--- src/stream_cfg_pkg.sv ---
package stream_cfg_pkg;

  // bus widths
  localparam int unsigned ADDR_W   = 32;
  localparam int unsigned DATA_W   = 32;
  localparam int unsigned LEN_W    = 16;
  localparam int unsigned STRIDE_W = 16;

  // reply buffer sizing
  localparam int unsigned BUF_DEPTH = 2;
  localparam int unsigned BUF_PTR_W = $clog2(BUF_DEPTH);
  localparam int unsigned BUF_CNT_W = $clog2(BUF_DEPTH + 1); // holds 0..BUF_DEPTH

  // byte address on the memory port, word aligned
  typedef logic [ADDR_W-1:0] addr_t;

  // one memory or stream word
  typedef logic [DATA_W-1:0] word_t;

  // number of words in a job
  typedef logic [LEN_W-1:0] len_t;

  // unsigned byte step between two words
  typedef logic [STRIDE_W-1:0] stride_t;

endpackage

--- src/stream_ctrl_pkg.sv ---
package stream_ctrl_pkg;

  // only the low address byte selects a register
  localparam int unsigned REG_OFFS_W = 8;

  typedef logic [REG_OFFS_W-1:0] reg_offs_t;

  localparam reg_offs_t REG_CTRL   = 8'h00; // write only, start
  localparam reg_offs_t REG_STATUS = 8'h04;
  localparam reg_offs_t REG_BASE   = 8'h08;
  localparam reg_offs_t REG_STRIDE = 8'h0C;
  localparam reg_offs_t REG_COUNT  = 8'h10;
  localparam reg_offs_t REG_SENT   = 8'h14; // read only

  // bit positions
  localparam int unsigned CTRL_START_BIT  = 0;
  localparam int unsigned STATUS_BUSY_BIT = 0;
  localparam int unsigned STATUS_DONE_BIT = 1;

  // fetch engine states
  typedef enum logic [1:0] {
    SRC_IDLE,
    SRC_ISSUE,
    SRC_DRAIN
  } src_state_e;

endpackage

--- src/src_addr_gen.sv ---
`timescale 1ns/1ns

module src_addr_gen
  import stream_cfg_pkg::*;
(
  input  logic    clk_i,
  input  logic    rst_ni,
  input  logic    load_i,
  input  addr_t   base_i,
  input  stride_t stride_i,
  input  len_t    count_i,
  input  logic    step_i,
  output addr_t   addr_o,
  output logic    last_o
);

  addr_t addr_q;
  len_t  remain_q; // words not yet granted

  always_ff @(posedge clk_i or negedge rst_ni) begin
    if (!rst_ni) begin
      addr_q <= '0;
    end else if (load_i) begin
      addr_q <= base_i;
    end else if (step_i) begin
      addr_q <= addr_q + addr_t'(stride_i);
    end
  end

  always_ff @(posedge clk_i or negedge rst_ni) begin
    if (!rst_ni) begin
      remain_q <= '0;
    end else if (load_i) begin
      remain_q <= count_i;
    end else if (step_i && remain_q != '0) begin
      remain_q <= remain_q - len_t'(1);
    end
  end

  assign addr_o = addr_q;
  assign last_o = (remain_q <= len_t'(1));

endmodule

--- src/src_engine.sv ---
`timescale 1ns/1ns

module src_engine
  import stream_cfg_pkg::*;
  import stream_ctrl_pkg::*;
(
  input  logic    clk_i,
  input  logic    rst_ni,
  input  logic    start_i,
  input  addr_t   base_i,
  input  stride_t stride_i,
  input  len_t    count_i,
  input  logic    slot_free_i,
  input  logic    drained_i,
  input  logic    mem_gnt_i,
  output logic    busy_o,
  output logic    done_o,
  output logic    mem_req_o,
  output addr_t   mem_addr_o
);

  src_state_e state_q;
  src_state_e state_d;
  logic       load;
  logic       step;
  logic       last;
  logic       empty_job_q;

  src_addr_gen i_src_addr_gen (
    .clk_i    ( clk_i      ),
    .rst_ni   ( rst_ni     ),
    .load_i   ( load       ),
    .base_i   ( base_i     ),
    .stride_i ( stride_i   ),
    .count_i  ( count_i    ),
    .step_i   ( step       ),
    .addr_o   ( mem_addr_o ),
    .last_o   ( last       )
  );

  assign load = (state_q == SRC_IDLE) & start_i;

  // zero length jobs skip issuing
  always_ff @(posedge clk_i or negedge rst_ni) begin
    if (!rst_ni) begin
      empty_job_q <= 1'b0;
    end else if (load) begin
      empty_job_q <= (count_i == '0);
    end
  end

  always_comb begin
    state_d   = state_q;
    mem_req_o = 1'b0;
    done_o    = 1'b0;
    case (state_q)
      SRC_IDLE: begin
        if (start_i) begin
          state_d = SRC_ISSUE;
        end
      end
      SRC_ISSUE: begin
        if (empty_job_q) begin
          state_d = SRC_DRAIN;
        end else begin
          mem_req_o = slot_free_i; // stays up until granted
          if (mem_req_o && mem_gnt_i && last) begin
            state_d = SRC_DRAIN;
          end
        end
      end
      SRC_DRAIN: begin
        if (drained_i) begin
          state_d = SRC_IDLE;
          done_o  = 1'b1;
        end
      end
      default: state_d = SRC_IDLE;
    endcase
  end

  assign step = mem_req_o & mem_gnt_i;

  always_ff @(posedge clk_i or negedge rst_ni) begin
    if (!rst_ni) begin
      state_q <= SRC_IDLE;
    end else begin
      state_q <= state_d;
    end
  end

  assign busy_o = (state_q != SRC_IDLE);

endmodule

--- src/src_resp_buffer.sv ---
`timescale 1ns/1ns

module src_resp_buffer
  import stream_cfg_pkg::*;
(
  input  logic  clk_i,
  input  logic  rst_ni,
  input  logic  start_i,
  input  logic  mem_req_i,
  input  logic  mem_gnt_i,
  input  word_t mem_rdata_i,
  input  logic  mem_rvalid_i,
  input  logic  strm_ready_i,
  output logic  slot_free_o,
  output logic  drained_o,
  output logic  strm_valid_o,
  output word_t strm_data_o,
  output len_t  sent_o
);

  word_t                mem_q [BUF_DEPTH];
  logic [BUF_PTR_W-1:0] wr_ptr_q;
  logic [BUF_PTR_W-1:0] rd_ptr_q;
  logic [BUF_CNT_W-1:0] fill_q;
  logic [BUF_CNT_W-1:0] inflight_q; // granted, reply not yet back
  logic [BUF_CNT_W:0]   occupancy;
  logic                 issue;
  logic                 push;
  logic                 pop;
  len_t                 sent_q;

  function automatic logic [BUF_PTR_W-1:0] next_ptr(input logic [BUF_PTR_W-1:0] ptr);
    if (ptr == BUF_PTR_W'(BUF_DEPTH - 1)) begin
      return '0;
    end
    return ptr + BUF_PTR_W'(1);
  endfunction

  assign issue = mem_req_i & mem_gnt_i;
  assign push  = mem_rvalid_i; // space reserved at grant
  assign pop   = strm_valid_o & strm_ready_i;

  always_ff @(posedge clk_i or negedge rst_ni) begin
    if (!rst_ni) begin
      inflight_q <= '0;
    end else if (issue && !push) begin
      inflight_q <= inflight_q + BUF_CNT_W'(1);
    end else if (push && !issue) begin
      inflight_q <= inflight_q - BUF_CNT_W'(1);
    end
  end

  always_ff @(posedge clk_i or negedge rst_ni) begin
    if (!rst_ni) begin
      wr_ptr_q <= '0;
      rd_ptr_q <= '0;
      fill_q   <= '0;
    end else begin
      if (push) wr_ptr_q <= next_ptr(wr_ptr_q);
      if (pop) rd_ptr_q <= next_ptr(rd_ptr_q);
      if (push && !pop) begin
        fill_q <= fill_q + BUF_CNT_W'(1);
      end else if (pop && !push) begin
        fill_q <= fill_q - BUF_CNT_W'(1);
      end
    end
  end

  always_ff @(posedge clk_i) begin
    if (push) mem_q[wr_ptr_q] <= mem_rdata_i;
  end

  always_ff @(posedge clk_i or negedge rst_ni) begin
    if (!rst_ni) begin
      sent_q <= '0;
    end else if (start_i) begin
      sent_q <= '0;
    end else if (pop) begin
      sent_q <= sent_q + len_t'(1);
    end
  end

  assign occupancy    = {1'b0, fill_q} + {1'b0, inflight_q};
  assign slot_free_o  = (occupancy < (BUF_CNT_W + 1)'(BUF_DEPTH));
  assign drained_o    = (fill_q == '0) & (inflight_q == '0);
  assign strm_valid_o = (fill_q != '0);
  assign strm_data_o  = mem_q[rd_ptr_q];
  assign sent_o       = sent_q;

endmodule

--- src/apb_src_regs.sv ---
`timescale 1ns/1ns

module apb_src_regs
  import stream_cfg_pkg::*;
  import stream_ctrl_pkg::*;
(
  input  logic    clk_i,
  input  logic    rst_ni,
  input  logic    psel_i,
  input  logic    penable_i,
  input  logic    pwrite_i,
  input  addr_t   paddr_i,
  input  word_t   pwdata_i,
  output word_t   prdata_o,
  output logic    pready_o,
  output logic    pslverr_o,
  input  logic    busy_i,
  input  logic    done_i,
  input  len_t    sent_i,
  output logic    start_o,
  output addr_t   base_o,
  output stride_t stride_o,
  output len_t    count_o
);

  reg_offs_t offs;
  logic      upper_zero;
  logic      access;
  logic      mapped;
  logic      job_reg; // registers locked while busy
  logic      wr_ok;
  logic      done_q;
  addr_t     base_q;
  stride_t   stride_q;
  len_t      count_q;

  assign offs       = paddr_i[REG_OFFS_W-1:0];
  assign upper_zero = (paddr_i[ADDR_W-1:REG_OFFS_W] == '0);
  assign access     = psel_i & penable_i;
  assign pready_o   = 1'b1; // no wait states

  always_comb begin
    mapped   = upper_zero;
    job_reg  = 1'b0;
    prdata_o = '0;
    case (offs)
      REG_CTRL: job_reg = 1'b1; // reads as zero
      REG_STATUS: begin
        prdata_o[STATUS_BUSY_BIT] = busy_i;
        prdata_o[STATUS_DONE_BIT] = done_q;
      end
      REG_BASE: begin
        job_reg  = 1'b1;
        prdata_o = base_q;
      end
      REG_STRIDE: begin
        job_reg  = 1'b1;
        prdata_o = word_t'(stride_q);
      end
      REG_COUNT: begin
        job_reg  = 1'b1;
        prdata_o = word_t'(count_q);
      end
      REG_SENT: prdata_o = word_t'(sent_i);
      default:  mapped = 1'b0;
    endcase
  end

  assign pslverr_o = access & (~mapped | (pwrite_i & job_reg & busy_i));
  assign wr_ok     = access & pwrite_i & mapped & ~busy_i;
  assign start_o   = wr_ok & (offs == REG_CTRL) & pwdata_i[CTRL_START_BIT];

  always_ff @(posedge clk_i or negedge rst_ni) begin
    if (!rst_ni) begin
      base_q   <= '0;
      stride_q <= '0;
      count_q  <= '0;
    end else if (wr_ok) begin
      case (offs)
        REG_BASE:   base_q   <= pwdata_i;
        REG_STRIDE: stride_q <= pwdata_i[STRIDE_W-1:0];
        REG_COUNT:  count_q  <= pwdata_i[LEN_W-1:0];
        default: ;
      endcase
    end
  end

  // sticky until the next job starts
  always_ff @(posedge clk_i or negedge rst_ni) begin
    if (!rst_ni) begin
      done_q <= 1'b0;
    end else if (start_o) begin
      done_q <= 1'b0;
    end else if (done_i) begin
      done_q <= 1'b1;
    end
  end

  assign base_o   = base_q;
  assign stride_o = stride_q;
  assign count_o  = count_q;

endmodule

--- src/stream_source_top.sv ---
`timescale 1ns/1ns

module stream_source_top
  import stream_cfg_pkg::*;
(
  input  logic  clk_i,
  input  logic  rst_ni,
  // apb slave
  input  logic  psel_i,
  input  logic  penable_i,
  input  logic  pwrite_i,
  input  addr_t paddr_i,
  input  word_t pwdata_i,
  output word_t prdata_o,
  output logic  pready_o,
  output logic  pslverr_o,
  // memory port
  output logic  mem_req_o,
  output addr_t mem_addr_o,
  input  logic  mem_gnt_i,
  input  word_t mem_rdata_i,
  input  logic  mem_rvalid_i,
  // stream out
  output logic  strm_valid_o,
  output word_t strm_data_o,
  input  logic  strm_ready_i
);

  logic    start;
  logic    busy;
  logic    done;
  logic    slot_free;
  logic    drained;
  addr_t   base;
  stride_t stride;
  len_t    count;
  len_t    sent;

  apb_src_regs i_apb_src_regs (
    .clk_i     ( clk_i     ),
    .rst_ni    ( rst_ni    ),
    .psel_i    ( psel_i    ),
    .penable_i ( penable_i ),
    .pwrite_i  ( pwrite_i  ),
    .paddr_i   ( paddr_i   ),
    .pwdata_i  ( pwdata_i  ),
    .prdata_o  ( prdata_o  ),
    .pready_o  ( pready_o  ),
    .pslverr_o ( pslverr_o ),
    .busy_i    ( busy      ),
    .done_i    ( done      ),
    .sent_i    ( sent      ),
    .start_o   ( start     ),
    .base_o    ( base      ),
    .stride_o  ( stride    ),
    .count_o   ( count     )
  );

  src_engine i_src_engine (
    .clk_i       ( clk_i      ),
    .rst_ni      ( rst_ni     ),
    .start_i     ( start      ),
    .base_i      ( base       ),
    .stride_i    ( stride     ),
    .count_i     ( count      ),
    .slot_free_i ( slot_free  ),
    .drained_i   ( drained    ),
    .mem_gnt_i   ( mem_gnt_i  ),
    .busy_o      ( busy       ),
    .done_o      ( done       ),
    .mem_req_o   ( mem_req_o  ),
    .mem_addr_o  ( mem_addr_o )
  );

  src_resp_buffer i_src_resp_buffer (
    .clk_i        ( clk_i        ),
    .rst_ni       ( rst_ni       ),
    .start_i      ( start        ),
    .mem_req_i    ( mem_req_o    ),
    .mem_gnt_i    ( mem_gnt_i    ),
    .mem_rdata_i  ( mem_rdata_i  ),
    .mem_rvalid_i ( mem_rvalid_i ),
    .strm_ready_i ( strm_ready_i ),
    .slot_free_o  ( slot_free    ),
    .drained_o    ( drained      ),
    .strm_valid_o ( strm_valid_o ),
    .strm_data_o  ( strm_data_o  ),
    .sent_o       ( sent         )
  );

endmodule

--- config.mk ---
export PLATFORM = sky130hd
export DESIGN_NAME = stream_source_top
export DESIGN_NICKNAME = d
export VERILOG_FILES = /design/src/stream_cfg_pkg.sv /design/src/stream_ctrl_pkg.sv /design/src/src_addr_gen.sv /design/src/src_engine.sv /design/src/src_resp_buffer.sv /design/src/apb_src_regs.sv /design/src/stream_source_top.sv
export SDC_FILE = /design/constraint.sdc
export NUM_CORES = 1
export LEC_CHECK = 0
export ABC_AREA = 1
export BUFFER_PORTS_ARGS = -buffer_cell sky130_fd_sc_hd__clkbuf_2
export CAP_MARGIN = 0
export CORE_MARGIN = 1
export CORE_UTILIZATION = 50
export DETAILED_ROUTE_END_ITERATION = 8
export PLACE_DENSITY = 0.75
export SLEW_MARGIN = 20
export SYNTH_ARGS = -nofsm -noshare
export SYNTH_HDL_FRONTEND = slang
export SYNTH_HIERARCHICAL = 1
export SYNTH_SLANG_ARGS = --single-unit
--- constraint.sdc ---
create_clock -name clk_i -period 3.8 [get_ports clk_i]
set_input_delay 1.14 -clock clk_i [delete_from_list [all_inputs] [get_ports clk_i]]
set_output_delay 1.14 -clock clk_i [all_outputs]
set_load 0.005 [all_outputs]
======== Word level (Yosys, flattened, before mapping) ========
Memory sizes are Yosys's and may differ from the RTL's.
Index checks and enable logic that the tools add are counted.
storage, ports and cells
  flip-flop bits (word level) ............. 138
  memory bits (writable) .................. 64
  bits of input ports ..................... 104
  output and inout port bits .............. 100
  memories ................................ 1
memory list
  memory                   words  width  read ports  clocked after memory_dff  wr ports  RTL line               text
  i_src_resp_buffer.mem_q  2      32     1           0                         1         src_resp_buffer.sv:21  word_t mem_q [BUF_DEPTH];
operators by class
  add/subtract/negate cells ............... 10
  order comparisons ....................... 2
  equality and inequality tests ........... 10
  muxes and demuxes ....................... 35
  bitwise operators ....................... 16
  reduce and logical (&&, ||, !) cells .... 31
operators with widths
  kind                                                                                number
  30-bit one-hot mux with 4 select lines                                              1
  16-bit two-way mux                                                                  4
  32-bit two-way mux                                                                  2
  32-bit by 16-bit adder with 32-bit output                                           1
  24-bit zero test                                                                    1
  1-bit two-way mux                                                                   18
  16-bit by 1-bit adder with 16-bit output (second input constant)                    1
  8-bit by 4-bit == test with 1-bit output (second input constant)                    2
  8-bit by 5-bit == test with 1-bit output (second input constant)                    2
  16-bit by 1-bit less-or-equal comparator with 1-bit output (second input constant)  1
  16-bit zero test                                                                    1
  2-bit two-way mux                                                                   8
  16-bit nonzero test                                                                 1
  2-bit nonzero test                                                                  8
  16-bit by 1-bit subtractor with 16-bit output (second input constant)               1
  1-bit bitwise AND                                                                   13
  2-bit one-hot mux with 5 select lines                                               1
  8-bit by 3-bit == test with 1-bit output (second input constant)                    1
  8-bit zero test                                                                     1
  1-bit logical AND                                                                   7
  2-bit zero test                                                                     3
  2-bit one-hot mux with 3 select lines                                               1
  2-bit AND reduction                                                                 3
  6-bit OR reduction                                                                  1
  15 further kinds                                                                    21

======== Logic depth before layout (Yosys ltp) ========
Gate-level depths: netlist of the first run.
  depth in word-level cells ............... 9
  mapped depth ............................ 19
  depth with buffers taken out ............ 17

======== Cells and area by module ========
Netlist of the first run, hierarchy kept.
modules (own cells, without submodules)
  module           instances  cells an instance  area an instance (um^2)  sequential area each (um^2)
  src_addr_gen     1          624                4,046.4                  1,201.2
  apb_src_regs     1          486                3,573.4                  1,626.6
  src_resp_buffer  1          322                3,554.7                  2,472.4
  src_engine       1          44                 244.0                    75.1

======== Least setup slack after synthesis of the first run ========
No wires, ideal clock.
  kind .................................... input-to-output
  start point ............................. in paddr_i[6]
  end point ............................... out prdata_o[15]
  arrival time ............................ 2.088 ns
  path slack .............................. 0.572 ns
  stages .................................. 9
  path through ............................ inv_2 > nand2_1 > nor2_4 > nand2_2 > inv_2 > buf_2 > buf_2 > nand2_1 > nand4_1
on the way
  longest elaborated chain between the ends .. 2
  elaborated cells between the ends (all ways) .. 5
  those cells by class .................... 4 x eq/ne; 1 x mux
RTL lines
  element                                                                                               RTL line                 text
  from (decl)                                                                                           stream_source_top.sv:12  input addr_t paddr_i,
  8-bit by 5-bit == test with 1-bit output or 8-bit by 4-bit == test with 1-bit output (tied branches)  apb_src_regs.sv:46       case (offs)
  30-bit one-hot mux with 4 select lines (*)                                                            apb_src_regs.sv:46
  to (decl)                                                                                             stream_source_top.sv:14  output word_t prdata_o,
Every way passes the cells marked *; elsewhere a longest branch is shown, timed or not.

======== Worst setup path after layout of the first run ========
  start point ............................. in paddr_i[6]
  end point ............................... out prdata_o[0]
on the way
  longest elaborated chain between the ends .. 2
  elaborated cells between the ends (all ways) .. 6
  those cells by class .................... 5 x eq/ne; 1 x mux
RTL lines
  element                                                           RTL line
  8-bit by 5-bit == test with 1-bit output (tied with other cells)  apb_src_regs.sv:46
  2-bit one-hot mux with 5 select lines (*)                         apb_src_regs.sv:46
Marked as above.

==> key figures, run 1 <==
Synth
  – Flops & latches, synth: roughly 200
  – Synth area leader: dfrtp_1
  – Syn avg cell area: 7.74 µm²
  – Synth top area cells: dfrtp_1, nand2_1, edfxtp_1, nand4_1, inv_1
  – Area share of the leading cell type in the synthesized netlist: a little under a third
  – Synth Warn #: 6
  – Asr flop ratio synth: roughly 68%
  – Register area share after synthesis: roughly 47%
  – Synth cell count leaders: nand2_1, dfrtp_1, inv_1, nor2_1, nand4_1
  – Top FF cell, synth: dfrtp_1
  – Syn Inst Count: ~1500
  – EDFF count, synth: 64
  – Most common cell in the netlist: nand2_1
  – Synthesized net count: approximately 1600
  – Mapped Area: ~0.011 mm²
  – Library cells used by synthesis: 46

Routing
  – DR WL/cell: between 15 and 20 µm
  – Drt via density: 5.43
  – Final ANT Viol Nets: 0
  – # DRC: 0
  – Via count: 10700
  – Detailed Routing Iterations Pass 1: 6
  – Drt total wl: between 30000 and 40000 µm
  – 1st-iter DRT viols: 852

Clocking
  – CTS tree: done
  – Post-CTS sizing: 0
  – Clk sink count: approximately 200
  – CTS max path bufs: 3
  – Setup bufs post-CTS: 0
  – Worst-path clk slew: about 0.06 ns
  – CTS buffer count: 23
  – Clk root buf: clkbuf_16
  – CTS Hold Bufs: 0
  – Clock Latency Late Sink: approximately 0.50 ns
  – Htree depth: 1

Critical path
  – Most frequent CP cell: nand2_1
  – Crit. End Element: output pin
  – Slowest CP cell: buf_4
  – CP arrival: 2.31 ns
  – Critical path class: in2out
  – Worst EP required: 2.66 ns
  – Cells along the critical path: clkbuf_2 -> inv_2 -> nand2_1 -> nor2_1 -> nand2_1 -> inv_1 -> buf_4 -> nand2_1 -> nand4_1 -> a21o_1 -> clkbuf_2
  – Crit-path max cell delay: approximately 0.23 ns
  – Crit Path Max Fanout: 16
  – Startpoint Class: input port

Power and ir drop
  – Power Density: 430 mW/mm²
  – Internal Power: a little over 0.004 W
  – Logic pwr share: 17.9%
  – Clock Power Share: 37.0%
  – Post-layout power: 0.00577 W
  – Sw frac: between 20 and 30%
  – Worst VDD drop: 0.231 mV
  – Leak: 7.07 nW
  – Seq pwr share: about 45%
  – P_sw: about 0.0017 W

Placed design
  – Port bufs: 202
  – Post-DP HPWL: between 20000 and 25000 µm
  – DP Worst Slack: about 0.32 ns
  – GPL Wtd Cong: 0.971

GRT
  – Initial antenna violation count: 0
  – First-pass GRT wire length: 50700 µm
  – Largest net degree at the start of global routing: approximately 70
  – Vias in the first global route: just over 10000
  – GRT overflow: 0
  – GRT Util Overall: approximately a quarter

Layout
  – Filler Cell Count: between 1500 and 2000
  – Diodes inserted: 0
  – Synthesis-to-layout area growth: 17.7%
  – Nets: roughly 1800
  – FF+latch area: ~0.0054 mm²
  – Area of the multi-input gates: between 0.005 and 0.006 mm²
  – Ratio of cells with drive above 1 in the final layout: a little under a fifth

Die
  – Vert. Die Dim: between 150 and 200 µm
  – Die width: roughly 150 µm
  – Core Area: approximately 0.022 mm²
  – Die area: about 0.023 mm²
  – Starting Density: roughly 52%
  – I/O Pins: 204
  – # rows: 54

Timing
  – Period minus WS final: between 3 and 4 ns
  – Max Slew Vio Count: 0
  – Worst slew pin tran: ~0.72 ns
  – Setup TNS Final: 0 ns
  – Clock Skew: ~0.012 ns
  – Fin worst setup slack: around 0.35 ns
  – Fin crit share: approximately 90%
  – Endpoints failing setup: 0
  – Final Hold Vio Count: 0
  – Worst rel slew slack: between 50% and 60%
  – Unrepaired setup endpoints after global routing: no
  – Max frequency: between 200 and 300 MHz

Status
  – Outcome: complete, no violations

Min path
  – Worst hold path class: reg2reg

Job
  – Max cap viols: 0
## power groups by stage
stage               clock network (W)  logic, W  registers [W]
finish                        0.00214   0.00104        0.00260
detailed placement                  0   0.00104        0.00264
global placement                    0   0.00101        0.00263
floorplan                           0  0.000613        0.00261
global route                  0.00227   0.00116        0.00262
CTS                           0.00218   0.00105        0.00260
## metrics by stage
step,instances,util [%],hold slack [ns],cell area [µm²]
final,1965,60.8,0.499,13400
after global routing,1965,60.8,0.514,13400
after CTS,1965,60.8,0.499,13400
after detailed placement,1925,57.5,0.485,12700
after global placement,1925,57.5,0.481,12700
after floorplan,1476,-,0.449,11400
## final timing paths
kind / start / slack [ns] / to / depth (start not counted)
min in group asynchronous: rst_ni / 0.58 / i_src_resp_buffer/sent_o[0]$_DFFE_PN0P_ / 1
max reg2reg: i_src_engine/state_q[1]$_DFFE_PN0P_ / 1.32 / i_src_engine/i_src_addr_gen/remain_q[8]$_DFFE_PN0P_ / 13
max in group asynchronous: rst_ni / 2.53 / i_apb_src_regs/base_o[31]$_DFFE_PN0P_ / 2
min reg2reg: i_src_engine/empty_job_q$_DFFE_PN0P_ / 0.50 / i_src_engine/empty_job_q$_DFFE_PN0P_ / 2
max: paddr_i[6] / 0.35 / prdata_o[0] / 11
min: i_src_engine/empty_job_q$_DFFE_PN0P_ / 0.50 / i_src_engine/empty_job_q$_DFFE_PN0P_ / 2
## flip-flops by register name, summed over array words and instances, names as in the netlist
signal                                flops
i_src_resp_buffer/fill_q                  2
i_src_resp_buffer/rd_ptr_q                1
i_apb_src_regs/base_o                    32
i_apb_src_regs/count_o                   16
i_apb_src_regs/done_q                     1
i_apb_src_regs/stride_o                  16
i_src_engine/i_src_addr_gen/remain_q     16
i_src_resp_buffer/wr_ptr_q                1
i_src_resp_buffer/inflight_q              2
i_src_engine/i_src_addr_gen/addr_o       32
i_src_engine/empty_job_q                  1
i_src_engine/state_q                      2
i_src_resp_buffer/sent_o                 16
i_src_resp_buffer/mem_q                  64
## critical path, delay by kind of cell
family                 cells  cell delay (ns)
and+or+nand+nor            5             0.56
AOI/OAI and AO/OA          1             0.09
buffers and inverters      5             0.51
## cell usage in the layout (no fill, tap or decap), types with 31 or more instances in the layout
master	netlist	routed
clkbuf_2	0	201
nand2_1	566	566
nand4_1	90	90
nand3_1	66	66
nor2_1	124	122
inv_1	135	135
o21ai_0	31	31
dfrtp_1	138	138
edfxtp_1	64	64
## layer usage
metal  GRT usage (%)  routed length (µm)
met1            36.8               13700
met2            43.4               14300
met3            3.71                2460
met4            8.90                 884
met5               0                   0
## kinds of logic after synthesis
| group | after synthesis | share of synthesized area, % |
|---|---|---|
| AO/OA/AOI/OAI | 111 | 5.84 |
| adder cells (fa/ha/maj) | 24 | 2.76 |
| other | 1 | 0.0328 |
| buffers and inverters | 203 | 7.46 |
| AND/OR/NAND/NOR | 911 | 35.0 |
| flip-flops | 202 | 47.1 |
| XOR/XNOR | 24 | 1.84 |
## layout make-up
type | count | share of cell area (%)
clock buffers | 25 | 4.41
flip-flops and latches | 202 | 40.0
repair buffers | 225 | 9.23
multi-input cells | 1071 | 38.7
well taps | 280 | 2.61
clock inverters | 15 | 0.996
inverters | 147 | 4.11
Power figures use the tool's default switching activity.
==> run 2: changes to the inputs <==
--- a/config.mk
+++ b/config.mk
@@ -12,7 +12,6 @@
 export CORE_UTILIZATION = 50
 export DETAILED_ROUTE_END_ITERATION = 8
 export PLACE_DENSITY = 0.75
-export SLEW_MARGIN = 20
 export SYNTH_ARGS = -nofsm -noshare
 export SYNTH_HDL_FRONTEND = slang
 export SYNTH_HIERARCHICAL = 1
==> constraint.sdc (replaced) <==
create_clock -name clk_i -period 3.8 [get_ports clk_i]
set_input_delay 0.38 -clock clk_i [delete_from_list [all_inputs] [get_ports clk_i]]
set_output_delay 0.38 -clock clk_i [all_outputs]
set_load 0.005 [all_outputs]
==> run 2 against run 1 <==
Against the previous run: combinational power barely moved; flip-flop and latch count did not move; fmax rose by 14%; largest cell class unchanged; worst hold slack got worse by 0.43 ns.
==> key figures, run 2 (same netlist as run 1, synthesis figures left out) <==
Power and ir drop
  – Clock Power Share: 37.4% (was 37.0%)
  – P_sw: 0.00162 W (was 0.00165 W)
  – Sw frac: 28.0% (was 28.6%)
  – Power Density: 434 mW/mm² (was 430 mW/mm²)
  – Logic pwr share: 17.6% (was 17.9%)
  – Leak: 7.00 nW (was 7.07 nW)
  – Worst VDD drop: 0.270 mV (was 0.231 mV)
  – Internal Power: 0.00416 W (was 0.00412 W)
  – Seq pwr share: 45.0% (about the same)

Layout
  – Area of the multi-input gates: 0.00520 mm² (unchanged)
  – Synthesis-to-layout area growth: 16.7% (was 17.7%)
  – Filler Cell Count: 2006 (was 1970)
  – Layout Utilization: 60.3% (was 60.8%)
  – FF+latch area: 0.00538 mm² (unchanged)
  – Finished Cell Area: 0.0133 mm² (was 0.0134 mm²)
  – Nets: 1788 (was 1798)
  – Diodes inserted: 0 (unchanged)
  – Ratio of cells with drive above 1 in the final layout: 18.1% (was 19.0%)
  – Most frequent cells in the layout: nand2_1, clkbuf_2, dfrtp_1, inv_1, nor2_1 (unchanged)
  – Most common cell after layout, fill and taps aside: nand2_1 (unchanged)
  – Largest register FFs: 64 (unchanged)
  – Most flops, register: i_src_resp_buffer/mem_q (unchanged)

Timing
  – Fin worst setup slack: 0.767 ns (was 0.350 ns)
  – Setup TNS Final: 0 ns (unchanged)
  – Max frequency: 330 MHz (was 290 MHz)
  – WHS: 0.0721 ns (was 0.499 ns)
  – Worst slew pin tran: 1.02 ns (was 0.723 ns)
  – Max Slew Vio Count: 0 (unchanged)
  – Final Hold Vio Count: 0 (unchanged)
  – Clock Skew: 0.0125 ns (was 0.0121 ns)
  – Endpoints failing setup: 0 (unchanged)
  – Unrepaired setup endpoints after global routing: no (unchanged)
  – Worst rel slew slack: 31.8% (was 51.8%)
  – Fin crit share: 79.8% (was 90.8%)
  – Period minus WS final: 3.03 ns (was 3.45 ns)

GRT
  – Largest net degree at the start of global routing: 71 (was 68)
  – GRT overflow: 0 (unchanged)
  – Vias in the first global route: 9715 (was 10100)
  – Initial antenna violation count: 0 (unchanged)
  – First-pass GRT wire length: 49500 µm (was 50700 µm)
  – GRT Util Overall: 26.1% (was 26.7%)

Clocking
  – Clock Latency Late Sink: 0.50 ns (about the same)
  – Clk root buf: clkbuf_16 (unchanged)
  – Clk sink count: 202 (unchanged)
  – CTS max path bufs: 3 (unchanged)
  – Setup bufs post-CTS: 0 (unchanged)
  – CTS tree: done (unchanged)
  – Worst-path clk slew: 0.06 ns (about the same)
  – Htree depth: 1 (unchanged)
  – CTS buffer count: 22 (was 23)

Placed design
  – Post-DP HPWL: 22300 µm (was 22800 µm)
  – Area after DPL: 0.0126 mm² (was 0.0127 mm²)
  – Port bufs: 202 (unchanged)
  – DP Worst Slack: 0.485 ns (was 0.321 ns)
  – GPL Wtd Cong: 0.946 (was 0.971)

Die
  – Die width: 153 µm (unchanged)
  – I/O Pins: 204 (unchanged)
  – Vert. Die Dim: 153 µm (unchanged)
  – Core Area: 0.0221 mm² (unchanged)
  – Die area: 0.0234 mm² (unchanged)
  – # rows: 54 (unchanged)
  – Starting Density: 51.7% (unchanged)

Routing
  – DR WL/cell: 15.7 µm (was 15.9 µm)
  – 1st-iter DRT viols: 861 (was 852)
  – Final ANT Viol Nets: 0 (unchanged)
  – # DRC: 0 (unchanged)
  – Drt total wl: 30700 µm (was 31300 µm)
  – Via count: 10600 (was 10700)
  – Drt via density: 5.41 (was 5.43)
  – Detailed Routing Iterations Pass 1: 8 (was 6)

Critical path
  – Crit Path Max Fanout: 49 (was 16)
  – Worst EP required: 4.23 ns (was 2.66 ns)
  – Crit. End Element: flop (was output pin)
  – CP arrival: 3.46 ns (was 2.31 ns)
  – Startpoint Class: flop (was input port)
  – Critical path class: reg2reg (was in2out)

Min path
  – Worst hold path class: in2reg (was reg2reg)

Status
  – Outcome: complete, no violations (unchanged)

Job
  – Max cap viols: 0 (unchanged)
[run 2: cell types whose count changed in the layout (fill, tap and decap cells not counted)]
cell / change
buf_12: -4
buf_4: -6
inv_6: -1
clkinv_1: -1
dlygate4sd3_1: +1
clkbuf_1: +7
clkbuf_8: +2
clkinv_2: -6
clkinvlp_4: -1
[run 2: final timing paths]
path	slack, ns	startpoint	cells past startpoint	endpoint
worst max-delay path	0.77	i_src_engine/state_q[1]$_DFFE_PN0P_	14	i_src_engine/i_src_addr_gen/remain_q[14]$_DFFE_PN0P_
worst min-delay path	0.07	mem_rdata_i[18]	1	i_src_resp_buffer/mem_q[1][18]$_DFFE_PP_
worst max register to register	0.77	i_src_engine/state_q[1]$_DFFE_PN0P_	14	i_src_engine/i_src_addr_gen/remain_q[14]$_DFFE_PN0P_
worst min register to register	0.48	i_src_engine/empty_job_q$_DFFE_PN0P_	2	i_src_engine/empty_job_q$_DFFE_PN0P_
max in group asynchronous	2.38	rst_ni	3	i_apb_src_regs/stride_o[14]$_DFFE_PN0P_
min in group asynchronous	0.46	rst_ni	2	i_src_resp_buffer/fill_q[0]$_DFFE_PN0P_
[run 2: area by class of cell]
class / count / share of cell area (%)
multi-input cells: 1071 / 39.0
clock buffers: 34 / 4.85
clock inverters: 6 / 0.629
inverters: 147 / 4.14
repair buffers: 216 / 8.44
flip-flops and latches: 202 / 40.3
well taps: 280 / 2.63
[run 2: repair_timing]
action / CTS / global route
hold buffers: 1 / 0
hold endpoints to repair: 68 / 0
gates resized for setup: 0 / 0
[run 2: power by group through the flow]
stage	logic [W]	registers, W	clock network (W)
after floorplan	0.000613	0.00261	0
after global placement	0.000994	0.00263	0
after detailed placement	0.00102	0.00264	0
after CTS	0.00103	0.00260	0.00219
after global routing	0.00114	0.00262	0.00229
final	0.00102	0.00260	0.00217
[run 2: per-layer routing]
layer | vias up | wire, µm | GRT usage (%)
li1 | 5167 | - | -
met1 | 4932 | 13700 | 37.4
met2 | 451 | 13800 | 41.7
met3 | 39 | 2550 | 4.00
met4 | 0 | 567 | 6.30
met5 | - | 0 | 0
[run 2: stage by stage]
stage,power [W],instances
2_1_floorplan,0.00322,1476
3_3_place_gp,0.00363,1915
3_5_place_dp,0.00366,1915
4_1_cts,0.00582,1956
5_1_grt,0.00605,1956
6_report,0.00578,1956
[run 2: worst max-delay path, cell delays in order, from the launching register on]
cell and delay (ns):
dfrtp_1 0.41, nor2_2 0.18, inv_1 0.12, nor3b_4 0.22
nand3_1 0.13, inv_1 0.17, nand2_2 0.11, inv_1 0.10
buf_4 0.49, nor2_2 0.10, inv_1 0.08, nand2_2 0.16
inv_2 0.33, o21ai_0 0.18, o21ai_1 0.15
